`config.mk`:
```
export PLATFORM = sky130hd
export DESIGN_NAME = us_ctrl_top
export DESIGN_NICKNAME = d
export VERILOG_FILES = /design/src/logic/us_reg_pkg.sv /design/src/logic/us_acq_pkg.sv /design/src/logic/us_reg_decode.sv /design/src/logic/bf_spi_master.sv /design/src/logic/acq_sequencer.sv /design/src/logic/us_status_result.sv /design/src/logic/us_ctrl_top.sv
export SDC_FILE = /design/constraint.sdc
export NUM_CORES = 1
export LEC_CHECK = 0
export BUFFER_PORTS_ARGS = -buffer_cell sky130_fd_sc_hd__buf_4
export CAP_MARGIN = 5
export CORE_ASPECT_RATIO = 1.75
export CORE_MARGIN = 2
export CORE_UTILIZATION = 45
export DETAILED_ROUTE_END_ITERATION = 8
export SKIP_CTS_REPAIR_TIMING = 1
export SYNTH_ARGS = -nofsm -noshare
export SYNTH_HDL_FRONTEND = slang
export SYNTH_HIERARCHICAL = 1
export SYNTH_SLANG_ARGS = --single-unit
export TNS_END_PERCENT = 1
```
`constraint.sdc`:
```
create_clock -name clk -period 3.9 [get_ports clk]
set_input_delay 0.975 -clock clk [delete_from_list [all_inputs] [get_ports clk]]
set_output_delay 0.975 -clock clk [all_outputs]
set_load 0.01 [all_outputs]
```
`src/logic/us_reg_pkg.sv`:
```
package us_reg_pkg;

	typedef logic [11:0] apb_addr_t;  // byte address
	typedef logic [31:0] apb_data_t;
	typedef logic [10:0] mux_cnt_t;   // mux board select lines

	// =========================================================================
	// register map
	// =========================================================================
	localparam apb_addr_t REG_CTRL     = 12'h000;  // starts + control levels
	localparam apb_addr_t REG_STATUS   = 12'h004;  // read only, read clears done bits
	localparam apb_addr_t REG_NUM_BITS = 12'h008;  // bits per beamformer transfer
	localparam apb_addr_t REG_TX0      = 12'h00C;  // tx word 31..0
	localparam apb_addr_t REG_TX1      = 12'h010;  // tx word 63..32
	localparam apb_addr_t REG_TX2      = 12'h014;  // tx word 69..64
	localparam apb_addr_t REG_RX0      = 12'h018;  // rx word, read only
	localparam apb_addr_t REG_RX1      = 12'h01C;
	localparam apb_addr_t REG_RX2      = 12'h020;
	localparam apb_addr_t REG_TX_LEN   = 12'h024;  // tx_en pulse length
	localparam apb_addr_t REG_INIT_DLY = 12'h028;  // tx_en rise to fifo_en rise
	localparam apb_addr_t REG_SAMPLES  = 12'h02C;  // fifo_en length
	localparam apb_addr_t REG_MUX      = 12'h030;  // mux_cnt pins

	// CTRL bit positions
	localparam int CTRL_SPI_START   = 0;  // write one, pulse
	localparam int CTRL_ACQ_START   = 1;  // write one, pulse
	localparam int CTRL_PULSER_EN   = 2;
	localparam int CTRL_TXRX_SPI_EN = 3;
	localparam int CTRL_TXRX_SW_OFF = 4;
	localparam int CTRL_BF_RESET    = 5;

endpackage

```
`src/logic/us_acq_pkg.sv`:
```
package us_acq_pkg;

	// =========================================================================
	// beamformer SPI word
	// =========================================================================
	localparam int BF_WORD_W = 70;              // longest LM96570 transfer

	typedef logic [BF_WORD_W-1:0] bf_word_t;
	typedef logic [7:0]           bit_count_t;  // holds up to BF_WORD_W
	typedef logic [31:0]          delay_t;      // clk cycle counts

	// =========================================================================
	// state machines
	// =========================================================================
	typedef enum logic [1:0] {
		SPI_IDLE,
		SPI_WAIT,   // start delay, cs_n still high
		SPI_SHIFT,  // cs_n low, sck running
		SPI_DONE    // cs_n back high
	} spi_state_e;

	typedef enum logic [1:0] {
		ACQ_IDLE,
		ACQ_WAIT,   // start delay
		ACQ_RUN     // tx and sample windows
	} acq_state_e;

	// windows are timed against one run counter from the first tx_en cycle,
	// so the counter needs a bit more than delay_t to reach init_dly + samples

endpackage

```
`src/logic/us_reg_decode.sv`:
```
`timescale 1ns/1ps

module us_reg_decode
	import us_reg_pkg::*, us_acq_pkg::*;
(
	input  logic       clk,
	input  logic       rst_n,
	input  logic       psel,
	input  logic       penable,
	input  logic       pwrite,
	input  apb_addr_t  paddr,
	input  apb_data_t  pwdata,
	output logic       spi_start,
	output logic       acq_start,
	output bf_word_t   tx_word,
	output bit_count_t num_bits,
	output delay_t     tx_len,
	output delay_t     init_dly,
	output delay_t     samples,
	output logic       pulser_en,
	output logic       txrx_spi_en,
	output logic       txrx_sw_off,
	output logic       bf_reset,
	output mux_cnt_t   mux_cnt
);

	logic wr_acc;    // write access phase
	logic wr_ctrl;   // write access to CTRL

	assign wr_acc  = psel & penable & pwrite;
	assign wr_ctrl = wr_acc && (paddr == REG_CTRL);

	// =========================================================================
	// start pulses
	// =========================================================================
	always_ff @(posedge clk or negedge rst_n) begin
		if (!rst_n) begin
			spi_start <= 1'b0;
			acq_start <= 1'b0;
		end else begin
			spi_start <= wr_ctrl & pwdata[CTRL_SPI_START];  // high one cycle only
			acq_start <= wr_ctrl & pwdata[CTRL_ACQ_START];
		end
	end

	// =========================================================================
	// configuration registers
	// =========================================================================
	always_ff @(posedge clk or negedge rst_n) begin
		if (!rst_n) begin
			tx_word     <= '0;
			num_bits    <= '0;
			tx_len      <= '0;
			init_dly    <= '0;
			samples     <= '0;
			pulser_en   <= 1'b0;
			txrx_spi_en <= 1'b0;
			txrx_sw_off <= 1'b0;
			bf_reset    <= 1'b0;
			mux_cnt     <= '0;
		end else if (wr_acc) begin
			case (paddr)
				REG_CTRL: begin                             // level bits only
					pulser_en   <= pwdata[CTRL_PULSER_EN];
					txrx_spi_en <= pwdata[CTRL_TXRX_SPI_EN];
					txrx_sw_off <= pwdata[CTRL_TXRX_SW_OFF];
					bf_reset    <= pwdata[CTRL_BF_RESET];
				end
				REG_NUM_BITS: num_bits <= bit_count_t'(pwdata);  // clamped in spi master
				REG_TX0:      tx_word[31:0] <= pwdata;
				REG_TX1:      tx_word[63:32] <= pwdata;
				REG_TX2:      tx_word[BF_WORD_W-1:64] <= pwdata[BF_WORD_W-65:0];
				REG_TX_LEN:   tx_len <= pwdata;
				REG_INIT_DLY: init_dly <= pwdata;
				REG_SAMPLES:  samples <= pwdata;
				REG_MUX:      mux_cnt <= mux_cnt_t'(pwdata);  // low 11 bits
				default:      ;                              // status, rx, unmapped
			endcase
		end
	end

endmodule

```
`src/logic/bf_spi_master.sv`:
```
`timescale 1ns/1ps

module bf_spi_master
	import us_acq_pkg::*;
#(
	parameter int START_DELAY = 10,  // clk cycles cs_n stays high after start
	parameter int SCK_HALF    = 2    // clk cycles per sck half period
) (
	input  logic       clk,
	input  logic       rst_n,
	input  logic       spi_start,
	input  bf_word_t   tx_word,
	input  bit_count_t num_bits,
	input  logic       sdi,
	output logic       cs_n,
	output logic       sck,
	output logic       sdo,
	output bf_word_t   rx_word,
	output logic       spi_busy,
	output logic       spi_done
);

	localparam int DLY_W  = $clog2(START_DELAY + 1);
	localparam int HALF_W = $clog2(SCK_HALF + 1);

	spi_state_e        state;
	logic [DLY_W-1:0]  dly_cnt;    // start delay
	logic [HALF_W-1:0] half_cnt;   // sck half period
	bit_count_t        bit_cnt;    // rising edges so far
	bit_count_t        bit_total;  // clamped length, latched at start
	bit_count_t        len_eff;
	bf_word_t          shreg;      // msb is the bit on sdo

	// 0 or anything past the word width means a full word
	assign len_eff  = (num_bits == '0 || num_bits > bit_count_t'(BF_WORD_W)) ?
	                  bit_count_t'(BF_WORD_W) : num_bits;
	assign spi_busy = (state != SPI_IDLE);

	always_ff @(posedge clk or negedge rst_n) begin
		if (!rst_n) begin
			state     <= SPI_IDLE;
			dly_cnt   <= '0;
			half_cnt  <= '0;
			bit_cnt   <= '0;
			bit_total <= '0;
			shreg     <= '0;
			rx_word   <= '0;
			cs_n      <= 1'b1;
			sck       <= 1'b0;
			sdo       <= 1'b0;
			spi_done  <= 1'b0;
		end else begin
			spi_done <= 1'b0;
			case (state)
				SPI_IDLE: if (spi_start) begin
					state     <= SPI_WAIT;
					dly_cnt   <= '0;
					bit_cnt   <= '0;
					bit_total <= len_eff;
					shreg     <= tx_word << (BF_WORD_W - int'(len_eff));  // bit n-1 to msb
					rx_word   <= '0;                                      // upper bits stay 0
				end
				SPI_WAIT: if (dly_cnt == DLY_W'(START_DELAY - 1)) begin
					state    <= SPI_SHIFT;
					cs_n     <= 1'b0;
					sdo      <= shreg[BF_WORD_W-1];  // first bit ahead of first rise
					half_cnt <= '0;
				end else begin
					dly_cnt <= dly_cnt + 1'b1;
				end
				SPI_SHIFT: if (half_cnt == HALF_W'(SCK_HALF - 1)) begin
					half_cnt <= '0;
					sck      <= ~sck;
					if (!sck) begin                               // rising, sample
						rx_word <= {rx_word[BF_WORD_W-2:0], sdi};
						bit_cnt <= bit_cnt + 1'b1;
					end else if (bit_cnt == bit_total) begin    // last falling edge
						state    <= SPI_DONE;
						cs_n     <= 1'b1;
						sdo      <= 1'b0;
						spi_done <= 1'b1;
					end else begin                              // falling, next bit out
						sdo   <= shreg[BF_WORD_W-2];
						shreg <= shreg << 1;
					end
				end else begin
					half_cnt <= half_cnt + 1'b1;
				end
				default: state <= SPI_IDLE;  // SPI_DONE
			endcase
		end
	end

endmodule

```
`src/logic/acq_sequencer.sv`:
```
`timescale 1ns/1ps

module acq_sequencer
	import us_acq_pkg::*;
#(
	parameter int START_DELAY = 10  // clk cycles from start to first tx_en
) (
	input  logic   clk,
	input  logic   rst_n,
	input  logic   acq_start,
	input  delay_t tx_len,
	input  delay_t init_dly,
	input  delay_t samples,
	output logic   tx_en,
	output logic   fifo_en,
	output logic   acq_busy,
	output logic   acq_done
);

	localparam int DLY_W = $clog2(START_DELAY + 1);
	localparam int RUN_W = $bits(delay_t) + 1;  // room for init_dly + samples

	acq_state_e       state;
	logic [DLY_W-1:0] dly_cnt;
	logic [RUN_W-1:0] run_cnt;  // cycles since first tx_en cycle
	logic [RUN_W-1:0] tx_end;   // window bounds, latched at start
	logic [RUN_W-1:0] win_beg;
	logic [RUN_W-1:0] win_end;  // 0 when no samples
	logic             run_st;

	assign run_st   = (state == ACQ_RUN);
	assign tx_en    = run_st && (run_cnt < tx_end);
	assign fifo_en  = run_st && (run_cnt >= win_beg) && (run_cnt < win_end);
	assign acq_busy = (state != ACQ_IDLE);

	always_ff @(posedge clk or negedge rst_n) begin
		if (!rst_n) begin
			state    <= ACQ_IDLE;
			dly_cnt  <= '0;
			run_cnt  <= '0;
			tx_end   <= '0;
			win_beg  <= '0;
			win_end  <= '0;
			acq_done <= 1'b0;
		end else begin
			acq_done <= 1'b0;
			case (state)
				ACQ_IDLE: if (acq_start) begin
					state   <= ACQ_WAIT;
					dly_cnt <= '0;
					tx_end  <= RUN_W'(tx_len);
					win_beg <= RUN_W'(init_dly);
					win_end <= (samples == '0) ? '0 : RUN_W'(init_dly) + RUN_W'(samples);
				end
				ACQ_WAIT: if (dly_cnt == DLY_W'(START_DELAY - 1)) begin
					state   <= ACQ_RUN;
					run_cnt <= '0;  // first tx_en cycle next
				end else begin
					dly_cnt <= dly_cnt + 1'b1;
				end
				ACQ_RUN: if (run_cnt >= tx_end && run_cnt >= win_end) begin  // both closed
					state    <= ACQ_IDLE;
					acq_done <= 1'b1;
				end else begin
					run_cnt <= run_cnt + 1'b1;
				end
				default: state <= ACQ_IDLE;
			endcase
		end
	end

endmodule

```
`src/logic/us_status_result.sv`:
```
`timescale 1ns/1ps

module us_status_result
	import us_reg_pkg::*, us_acq_pkg::*;
(
	input  logic       clk,
	input  logic       rst_n,
	input  logic       psel,
	input  logic       penable,
	input  logic       pwrite,
	input  apb_addr_t  paddr,
	input  bf_word_t   rx_word,
	input  logic       spi_busy,
	input  logic       spi_done,
	input  logic       acq_busy,
	input  logic       acq_done,
	input  bit_count_t num_bits,
	input  bf_word_t   tx_word,
	input  delay_t     tx_len,
	input  delay_t     init_dly,
	input  delay_t     samples,
	input  logic       pulser_en,
	input  logic       txrx_spi_en,
	input  logic       txrx_sw_off,
	input  logic       bf_reset,
	input  mux_cnt_t   mux_cnt,
	output apb_data_t  prdata,
	output logic       pslverr
);

	logic      rd_acc;     // read access phase
	logic      status_rd;
	logic      spi_flag;   // sticky done bits
	logic      acq_flag;
	logic      addr_hit;
	apb_data_t rdata;

	assign rd_acc    = psel & penable & ~pwrite;
	assign status_rd = rd_acc && (paddr == REG_STATUS);

	// done pulse beats the clearing read
	always_ff @(posedge clk or negedge rst_n) begin
		if (!rst_n) begin
			spi_flag <= 1'b0;
			acq_flag <= 1'b0;
		end else begin
			spi_flag <= spi_done | (spi_flag & ~status_rd);
			acq_flag <= acq_done | (acq_flag & ~status_rd);
		end
	end

	// =========================================================================
	// read mux
	// =========================================================================
	always_comb begin
		rdata    = '0;
		addr_hit = 1'b1;
		case (paddr)
			REG_CTRL: begin                           // start bits read 0
				rdata[CTRL_PULSER_EN]   = pulser_en;
				rdata[CTRL_TXRX_SPI_EN] = txrx_spi_en;
				rdata[CTRL_TXRX_SW_OFF] = txrx_sw_off;
				rdata[CTRL_BF_RESET]    = bf_reset;
			end
			REG_STATUS:   rdata[3:0] = {acq_busy, spi_busy, acq_flag, spi_flag};
			REG_NUM_BITS: rdata = apb_data_t'(num_bits);
			REG_TX0:      rdata = tx_word[31:0];
			REG_TX1:      rdata = tx_word[63:32];
			REG_TX2:      rdata = apb_data_t'(tx_word[BF_WORD_W-1:64]);
			REG_RX0:      rdata = rx_word[31:0];
			REG_RX1:      rdata = rx_word[63:32];
			REG_RX2:      rdata = apb_data_t'(rx_word[BF_WORD_W-1:64]);
			REG_TX_LEN:   rdata = tx_len;
			REG_INIT_DLY: rdata = init_dly;
			REG_SAMPLES:  rdata = samples;
			REG_MUX:      rdata = apb_data_t'(mux_cnt);
			default:      addr_hit = 1'b0;           // unmapped
		endcase
	end

	assign prdata  = rd_acc ? rdata : '0;  // only in read access phase
	assign pslverr = rd_acc & ~addr_hit;

endmodule

```
`src/logic/us_ctrl_top.sv`:
```
`timescale 1ns/1ps

module us_ctrl_top
	import us_reg_pkg::*, us_acq_pkg::*;
#(
	parameter int START_DELAY = 10,  // start pulse to spi / tx_en action
	parameter int SCK_HALF    = 2    // sck = clk / (2 * SCK_HALF)
) (
	input  logic      clk,
	input  logic      rst_n,
	// apb slave
	input  logic      psel,
	input  logic      penable,
	input  logic      pwrite,
	input  apb_addr_t paddr,
	input  apb_data_t pwdata,
	output apb_data_t prdata,
	output logic      pready,
	output logic      pslverr,
	// beamformer spi
	output logic      bf_spi_cs_n,
	output logic      bf_spi_sck,
	output logic      bf_spi_sdo,
	input  logic      bf_spi_sdi,
	// acquisition
	output logic      bf_tx_en,
	output logic      fifo_en,
	// board control
	output logic      pulser_en,
	output logic      txrx_spi_en,
	output logic      txrx_sw_off,
	output logic      bf_reset,
	output mux_cnt_t  mux_cnt
);

	logic       spi_start;  // decode to execute
	logic       acq_start;
	bf_word_t   tx_word;
	bit_count_t num_bits;
	delay_t     tx_len;
	delay_t     init_dly;
	delay_t     samples;
	bf_word_t   rx_word;    // execute to result
	logic       spi_busy;
	logic       spi_done;
	logic       acq_busy;
	logic       acq_done;

	assign pready = 1'b1;  // no wait states

	us_reg_decode decode_i (.*);

	bf_spi_master #(
		.START_DELAY (START_DELAY),
		.SCK_HALF    (SCK_HALF)
	) spi_i (
		.cs_n (bf_spi_cs_n),
		.sck  (bf_spi_sck),
		.sdo  (bf_spi_sdo),
		.sdi  (bf_spi_sdi),
		.*
	);

	acq_sequencer #(
		.START_DELAY (START_DELAY)
	) acq_i (
		.tx_en (bf_tx_en),
		.*
	);

	us_status_result result_i (.*);

endmodule

```
**Yosys cells after proc, flatten, opt, wreduce, memory -nomap -nowiden**

Cells that the tools add are included.

- Register bits after elaboration: 498
- Output and inout bits: 54

- Muxes and demuxes: 59
- Reduce and logical (&&, ||, !) cells: 42
- Bitwise operators: 14
- Add/subtract/negate cells: 7
- Equality and inequality tests: 33
- Shift operators: 1
- Magnitude comparators: 6

Operator list:

| kind | count |
|---|---|
| 70-bit two-way mux | 7 |
| 70-bit case mux with 2 select lines | 2 |
| 26-bit case mux with 9 select lines | 1 |
| 33-bit two-way mux | 3 |
| 70-bit by 32-bit << shifter with 70-bit output | 1 |
| 33-bit by 32-bit greater-or-equal comparator with 1-bit output | 2 |
| 33-bit case mux with 2 select lines | 1 |
| 12-bit by 6-bit == test with 1-bit output (second input constant) | 5 |
| 12-bit by 5-bit == test with 1-bit output (second input constant) | 4 |
| 2-bit case mux with 12 select lines | 2 |
| 32-bit by 32-bit adder with 33-bit output | 1 |
| 33-bit by 1-bit adder with 33-bit output (second input constant) | 1 |
| 33-bit greater-or-equal comparator | 1 |
| 33-bit by 32-bit < comparator with 1-bit output | 1 |
| 33-bit < comparator | 1 |
| 32-bit zero test | 1 |
| 32-bit two-way mux | 1 |
| 8-bit two-way mux | 4 |
| 2-bit case mux with 13 select lines | 1 |
| 2-bit AND reduction | 13 |
| 12-bit by 4-bit == test with 1-bit output (second input constant) | 2 |
| 2-bit two-way mux | 10 |
| 4-bit two-way mux | 4 |
| 2-bit != test (second input constant) | 8 |
| 30 further kinds | 85 |

**Depth between registers and ports, before layout**

Gate-level depths: netlist of the first run.

- Depth in word-level cells: 7
- Mapped depth: 19
- Depth with buffers taken out: 13

**Cells and area by module**

The synthesis of the first run kept the hierarchy.

Modules (own cells, without submodules):

| module | instances | cells each | area an instance (um^2) | seq. area each (um^2) |
|---|---|---|---|---|
| bf_spi_master | 1 | 1377 | 12424.4 | 4205.3 |
| acq_sequencer | 1 | 1111 | 9704.3 | 3428.3 |
| us_reg_decode | 1 | 420 | 7257.0 | 4779.6 |
| us_status_result | 1 | 340 | 2356.0 | 50.0 |
| us_ctrl_top | 1 | 2 | 11.3 | 0.0 |

**Worst setup path after synthesis of the first run**

OpenSTA, ideal clock, no wires.

- Kind: reg2reg
- Start: register decode_i.num_bits[4]
- End: register spi_i.shreg[48]
- Required time: 3.766 ns
- Library setup time: 0.134 ns
- Stages on the path, launching flop included: 17
- Period minus slack after synthesis: 4.176 ns
- Slack: -0.276 ns
- Arrival: 4.042 ns
- Cells stage by stage: dfrtp_1 > buf_6 > nor3_4 > a31oi_2 > inv_2 > buf_4 > buf_2 > buf_4 > ha_1 > clkinv_1 > buf_1 > buf_1 > clkbuf_1 > mux2i_1 > o22ai_1 > a2111oi_0 > a21oi_1

- Word-level cells in the longest chain between the ends: 7

RTL lines:

| item | RTL line | RTL |
|---|---|---|
| from (decl) | us_reg_decode.sv:16 | `output bit_count_t num_bits,` |
| from (signal assigned) | us_reg_decode.sv:69 | `REG_NUM_BITS: num_bits <= bit_count_t'(pwdata);` |
| 8-bit by 7-bit greater-than comparator with 1-bit output or 8-bit zero test (tied branches) | bf_spi_master.sv:35 | `assign len_eff = (num_bits == '0 \|\| num_bits > bit_count_t'(BF_WORD_W)) ?` |
| 1-bit logical OR (*) | bf_spi_master.sv:35 |  |
| 8-bit two-way mux (*) | bf_spi_master.sv:35 |  |
| net spi_i.len_eff[0] | bf_spi_master.sv:31 | `bit_count_t len_eff;` |
| 7-bit by 8-bit subtractor with 9-bit output (*) | bf_spi_master.sv:60 | `shreg <= tx_word << (BF_WORD_W - int'(len_eff));` |
| 70-bit by 32-bit << shifter with 70-bit output (*) | bf_spi_master.sv:60 |  |
| 70-bit two-way mux (*) | bf_spi_master.sv:55 | `SPI_IDLE: if (spi_start) begin` |
| 70-bit case mux with 2 select lines (*) | bf_spi_master.sv:54 | `case (state)` |
| to (signal assigned) | bf_spi_master.sv:60 |  |
| to (signal assigned) | bf_spi_master.sv:84 | `shreg <= shreg << 1;` |
| to (decl) | bf_spi_master.sv:32 | `bf_word_t shreg;` |

The timed path passes the listed nets; every way through them passes the cells marked *. The select of a mux whose other input is x is not followed.
A chain may end at the register's enable or synchronous reset.

**Worst setup path after layout of the first run**

- Start: input paddr[10]
- End: output prdata[17]

- Word-level cells in the longest chain between the ends: 3

RTL lines:

| item | RTL line | RTL |
|---|---|---|
| from (decl) | us_ctrl_top.sv:15 | `input apb_addr_t paddr,` |
| 12-bit by 6-bit == test with 1-bit output, or another cell as far along | us_status_result.sv:58 | `case (paddr)` |
| 26-bit case mux with 9 select lines (*) | us_status_result.sv:58 |  |
| 32-bit two-way mux (*) | us_status_result.sv:81 | `assign prdata = rd_acc ? rdata : '0;` |
| to (decl) | us_ctrl_top.sv:17 | `output apb_data_t prdata,` |

Every way passes the cells marked *; elsewhere a longest branch is shown, timed or not.

==> impl_metrics.json, run 1 <==
{
  "synth_ff_type": "dfrtp_1",
  "layout_commonest_cell": "dfrtp_1",
  "max_cap_violations": 0,
  "reg2reg_depth": 16,
  "first_pass_iters": 7,
  "fin_crit_ps": 4040,
  "avgSynthCellArea_um2": 9.77,
  "violations": "negative setup slack",
  "mostFrequentLayoutCells": "dfrtp_1, buf_4, nand2_1, mux2_2, nor2_1",
  "synth_fp_nets": 3440,
  "overflow": 0,
  "antenna_found_initial": 7,
  "grt_pass1_vias": 30300,
  "rr_endpoint": "spi_i/shreg[61]$_DFFE_PN0P_",
  "cp.arrival_ps": 3070,
  "switching_share": 0.339,
  "viasPerCell": 6.49,
  "start_util": 0.456,
  "rows": 128,
  "power_density_nw_per_um2": 379,
  "num_vias": 29600,
  "io_buffers": 102,
  "die_h_um": 355,
  "path_clk_slew_ps": 60,
  "hold_ws_ps": 263,
  "synthesis.area_um2": 31800,
  "yosysWarnings": 6,
  "numCtsBuffers": 50,
  "setup_viol": 31,
  "cp_num_cells": 8,
  "hold_path_class": "input port to asynchronous set/reset pin",
  "finalMaxSlewViolations": 0,
  "relSlewSlack": 0.322,
  "crit_buf_inv": 4,
  "die_area_um2": 72800,
  "syn_inst": 3250,
  "htreeDepth": 2,
  "grt_pass1_wl_mm": 203,
  "yosysSeqAreaShare": 0.393,
  "crit_family": "simple AND/OR/NAND/NOR gates",
  "rsz0062_at_grt": "true",
  "finalHoldViolations": 0,
  "die_w_um": 205,
  "cp_max_fo": 6,
  "grtUsageTotal": 0.383,
  "p_int_mw": 9.74,
  "cts_buffer_depth": 3,
  "power_mw": 14.7,
  "worstSetupEndpointType": "primary output",
  "fp.coreArea_um2": 69700,
  "synth_edf_count": 0,
  "cp_cell_sequence": "buf_6 -> or4_4 -> or3_4 -> or3_4 -> buf_12 -> a31oi_4 -> buf_6 -> buf_6",
  "postRouteWirelength_mm": 139,
  "outcome": "finished with violations",
  "yosysUniqueCellTypes": 111,
  "start_kind": "input port",
  "place_hpwl_mm": 108,
  "drive_gt1_frac": 0.276,
  "cts_tree": "built",
  "critPathSlowestCell": "or4_4",
  "num-nets-final": 3797,
  "ys_async_sr_fraction": 1.00,
  "clkPwrFrac": 0.345,
  "io_pins": 104,
  "detail_route.iter0.violations": 2815,
  "reg2reg_from": "decode_i/num_bits[4]$_DFFE_PN0P_",
  "grt_max_degree": 99,
  "diodes": 0,
  "p_sw_mw": 4.99,
  "worst_path_largest_cell_delay_ps": 570,
  "insertion_delay_ps": 630,
  "syn2layout_area_growth_pct": 22.3,
  "cp.required_ps": 2920,
  "path_class": "input port to primary output",
  "cpMostUsedCell": "buf_6",
  "drc": 0,
  "clkSinkCount": 498,
  "clock-root-buffer": "clkbuf_16",
  "place_congestion": 1.05,
  "post-route-period-util": 1.04,
  "yosys_register_bits": 498,
  "leakagePower_nw": 17.4,
  "max_freq_ghz": 0.247,
  "antenna_left": 0,
  "wl_per_cell_um": 30.6,
  "seqPwrFrac": 0.408,
  "setup_ws_ps": -144,
  "tightest_slew_ps": 1020,
  "ir_worst_vdd_uv": 451,
  "rrSetupSlack_ps": -70,
  "skew_ps": 15.3,
  "p_comb_frac": 0.247
}
## per-layer routing
| metal | global-route usage | wire [um] |
|---|---|---|
| met1 | 0.390 | 46500 |
| met2 | 0.676 | 70900 |
| met3 | 0.0589 | 6770 |
| met4 | 0.334 | 15100 |
| met5 | 0 | 37 |
## state kept, by name, summed over array words and instances (netlist names), 32 cells and up
name               flops
acq_i/win_end         33
acq_i/tx_end          32
decode_i/tx_word      70
decode_i/tx_len       32
acq_i/win_beg         32
decode_i/init_dly     32
acq_i/run_cnt         33
decode_i/samples      32
spi_i/shreg           70
spi_i/rx_word         70
## kinds of logic (layout without fill, tap and decap cells)
logic type / after synthesis / in the layout / share of synthesized area
compound gates: 990 / 990 / 0.218
simple gates: 863 / 863 / 0.135
flops: 498 / 498 / 0.393
mux: 361 / 361 / 0.139
buf+inv: 354 / 750 / 0.0474
fa+ha+maj: 140 / 140 / 0.0554
xor+xnor: 43 / 43 / 0.0119
other cells: 1 / 1 / 0.000118
## power groups by stage
stage	combinational, mW	sequential [mW]	clock [mW]
detailed placement	3.55	6.08	0
finish	3.64	6.01	5.08
CTS	3.56	5.99	5.15
global placement	3.46	6.06	0
floorplan	2.16	5.93	0
global route	3.93	6.05	5.38
## worst max path at each step
stage,from,endpoint
after detailed placement,decode_i/num_bits[4]$_DFFE_PN0P_,spi_i/shreg[68]$_DFFE_PN0P_
after global routing,acq_i/run_cnt[13]$_DFFE_PN0P_,fifo_en
after CTS,acq_i/run_cnt[13]$_DFFE_PN0P_,fifo_en
final,paddr[10],prdata[17]
after floorplan,decode_i/num_bits[4]$_DFFE_PN0P_,spi_i/shreg[40]$_DFFE_PN0P_
after global placement,decode_i/num_bits[4]$_DFFE_PN0P_,spi_i/shreg[68]$_DFFE_PN0P_
## synth_stat cells (11+ instances only)
library cell / number / area share
o21ai_0: 180 / 0.028
clkbuf_1: 127 / 0.015
a211oi_1: 32 / 0.0076
a31oi_1: 38 / 0.0075
nand4_1: 41 / 0.0081
mux2i_1: 110 / 0.035
nor2_1: 198 / 0.023
nor4_1: 30 / 0.0059
o2bb2ai_1: 31 / 0.0086
mux2_1: 12 / 0.0043
a2111oi_0: 14 / 0.0039
o22ai_1: 61 / 0.012
mux4_2: 44 / 0.031
o21a_1: 17 / 0.0040
xor2_1: 19 / 0.0052
or3_1: 13 / 0.0026
nor2b_1: 22 / 0.0043
ha_1: 139 / 0.055
inv_1: 133 / 0.016
a22o_1: 96 / 0.026
and2_1: 34 / 0.0067
o31ai_1: 14 / 0.0033
a221oi_1: 59 / 0.016
a222oi_1: 20 / 0.0063
mux2_2: 195 / 0.069
o211ai_1: 20 / 0.0047
dfrtp_1: 497 / 0.39
nand2b_1: 11 / 0.0022
a21o_1: 44 / 0.010
nor3_1: 53 / 0.0084
buf_2: 56 / 0.0088
and3_1: 35 / 0.0069
a21oi_1: 183 / 0.029
xnor2_1: 24 / 0.0066
nand3_1: 74 / 0.012
buf_1: 18 / 0.0021
nand2_1: 284 / 0.034
a22oi_1: 60 / 0.014
## area by class of cell
| cell class | count | area, um^2 |
|---|---|---|
| inverter | 135 | 509 |
| clock inverter | 23 | 216 |
| multi-input combinational | 2398 | 18400 |
| timing repair buffer | 524 | 4620 |
| tap | 910 | 1140 |
| sequential | 498 | 12500 |
| fill | 6170 | 30800 |
| clock buffer | 68 | 1450 |
## through the flow
| step | TNS [ps] | std cells | setup WS [ps] | area, um^2 | util |
|---|---|---|---|---|---|
| 2_1_floorplan | -341 | 3250 | -61.9 | 31800 | - |
| 3_3_place_gp | -3370 | 4454 | -360 | 36400 | 0.523 |
| 3_5_place_dp | -4060 | 4454 | -306 | 36400 | 0.523 |
| 4_1_cts | -5560 | 4545 | -502 | 38100 | 0.547 |
| 5_1_grt | -3580 | 4556 | -192 | 38800 | 0.558 |
| 6_report | -2470 | 4556 | -144 | 38800 | 0.558 |
Note: power is estimated with default switching activity, not from simulation.
==> inputs of run 2 (changes only) <==
PLACE_DENSITY = 0.71   (was not set)
==> impl_metrics.json, run 2 (synthesis results as in run 1) <==
{
  "grt_pass1_vias": 30200,
  "finalHoldViolations": 0,
  "die_h_um": 355,
  "seqCellArea_um2": 12500,
  "place_hpwl_mm": 99.5,
  "start_util": 0.456,
  "startpoint": "paddr[10]",
  "leakagePower_nw": 17.3,
  "cp.arrival_ps": 3060,
  "cts_tree": "built",
  "io_buffers": 102,
  "clkSinkCount": 498,
  "power_density_nw_per_um2": 382,
  "cp_num_cells": 7,
  "layout_commonest_cell": "dfrtp_1",
  "max_freq_ghz": 0.248,
  "mostFrequentLayoutCells": "dfrtp_1, buf_4, nand2_1, mux2_2, nor2_1",
  "relSlewSlack": 0.214,
  "drive_gt1_frac": 0.273,
  "skew_ps": 19.5,
  "crit_family": "simple AND/OR/NAND/NOR gates",
  "fp.coreArea_um2": 69700,
  "reg2reg_from": "decode_i/num_bits[4]$_DFFE_PN0P_",
  "fin_crit_ps": 4040,
  "antenna_found_initial": 6,
  "cp_cell_sequence": "buf_6 -> or4_4 -> or3_4 -> or3_4 -> clkbuf_16 -> a21oi_2 -> buf_4",
  "largestRegisters": "decode_i/tx_word: 70 flops, spi_i/rx_word: 70 flops, spi_i/shreg: 70 flops",
  "wl_per_cell_um": 28.8,
  "max_cap_violations": 0,
  "cp.required_ps": 2920,
  "tightest_slew_ps": 1170,
  "drc": 0,
  "ir_worst_vdd_uv": 379,
  "worstSetupEndpointType": "primary output",
  "grtUsageTotal": 0.359,
  "numCtsBuffers": 49,
  "worst_path_largest_cell_delay_ps": 530,
  "post-route-period-util": 1.04,
  "multi_input_area_um2": 18400,
  "rows": 128,
  "rr_endpoint": "spi_i/shreg[50]$_DFFE_PN0P_",
  "finalMaxSlewViolations": 0,
  "n_fill_cell": 6214,
  "cts_buffer_depth": 3,
  "antenna_left": 0,
  "outcome": "finished with violations",
  "die_area_um2": 72800,
  "num_vias": 29700,
  "critPathSlowestCell": "or4_4",
  "viasPerCell": 6.53,
  "clock-root-buffer": "clkbuf_16",
  "overflow": 0,
  "setup_viol": 30,
  "first_pass_iters": 8,
  "path_clk_slew_ps": 60,
  "finalSetupTns_ps": -2460,
  "detail_route.iter0.violations": 2740,
  "num-nets-final": 3789,
  "hold_path_class": "input port to asynchronous set/reset pin",
  "grt_max_degree": 127,
  "crit_end": "prdata[29]",
  "crit_buf_inv": 3,
  "place_congestion": 1.07,
  "setup_ws_ps": -137,
  "syn2layout_area_growth_pct": 21.7,
  "insertion_delay_ps": 650,
  "start_kind": "input port",
  "rsz0062_at_grt": "true",
  "power_mw": 14.8,
  "die_w_um": 205,
  "reg2reg_depth": 11,
  "htreeDepth": 2,
  "violations": "negative setup slack",
  "rrSetupSlack_ps": -50,
  "io_pins": 104,
  "path_class": "input port to primary output",
  "cp_max_fo": 10,
  "cpMostUsedCell": "or3_4",
  "grt_pass1_wl_mm": 193,
  "postRouteWirelength_mm": 131
}
[run 2: changes by cell type in the layout (fill, tap and decap cells not counted), sizes merged]
cell and delta:
inv -2, clkinvlp +3, diode +1, clkinv -4, buf -7, bufinv +2
[run 2: metrics by stage]
stage          std cells  area, um^2  setup WS, ps  hold slack (ps)  utilization
6_report            4549       38700          -137              162        0.555
5_1_grt             4549       38700          -166              165        0.555
3_3_place_gp        4448       36200          -530              462        0.520
4_1_cts             4538       37900          -611              147        0.545
2_1_floorplan       3250       31800         -61.9              404            -
3_5_place_dp        4448       36200          -599              472        0.520
[run 2: report_power, final]
| part | total (mW) | internal [mW] | switching, mW |
|---|---|---|---|
| registers | 6.00 | 5.64 | 0.365 |
| clock network | 5.22 | 2.92 | 2.30 |
| logic | 3.54 | 1.24 | 2.30 |
| total | 14.8 | 9.80 | 4.97 |
[run 2: worst min path at each step]
stage / end / slack, ps / cells past startpoint
final: acq_i/tx_end[8]$_DFFE_PN0P_ / 160 / 1
after global routing: acq_i/tx_end[8]$_DFFE_PN0P_ / 170 / 1
after CTS: acq_i/tx_end[8]$_DFFE_PN0P_ / 150 / 1
after detailed placement: result_i/spi_flag$_DFF_PN0_ / 470 / 1
after global placement: result_i/spi_flag$_DFF_PN0_ / 460 / 1
after floorplan: result_i/acq_flag$_DFF_PN0_ / 400 / 1
[run 2: worst reg2reg max path: stages (launching register included)]
cell      delay (ps)
dfrtp_1          370
or4_1            580
o311ai_2         340
ha_2             380
inv_2            140
buf_12           210
mux4_2           390
a22oi_1          140
a21oi_1          790
nand2_1          120
a211oi_1         250
o32a_1           180
[run 2: layout make-up]
cell class	instances	share of cell area
multi-input combinational	2398	0.476
sequential	498	0.323
timing repair buffer	517	0.114
clock buffer	68	0.0369
tap	910	0.0295
inverter	135	0.0132
clock inverter	22	0.00809
antenna	1	0.0000647
[run 2: per-layer routing]
metal,global-route usage,part of all wire,up-vias
li1,-,-,13000
met3,0.0724,0.064,623
met2,0.614,0.49,1488
met1,0.366,0.33,14600
met4,0.328,0.11,8
met5,0,0.00043,-
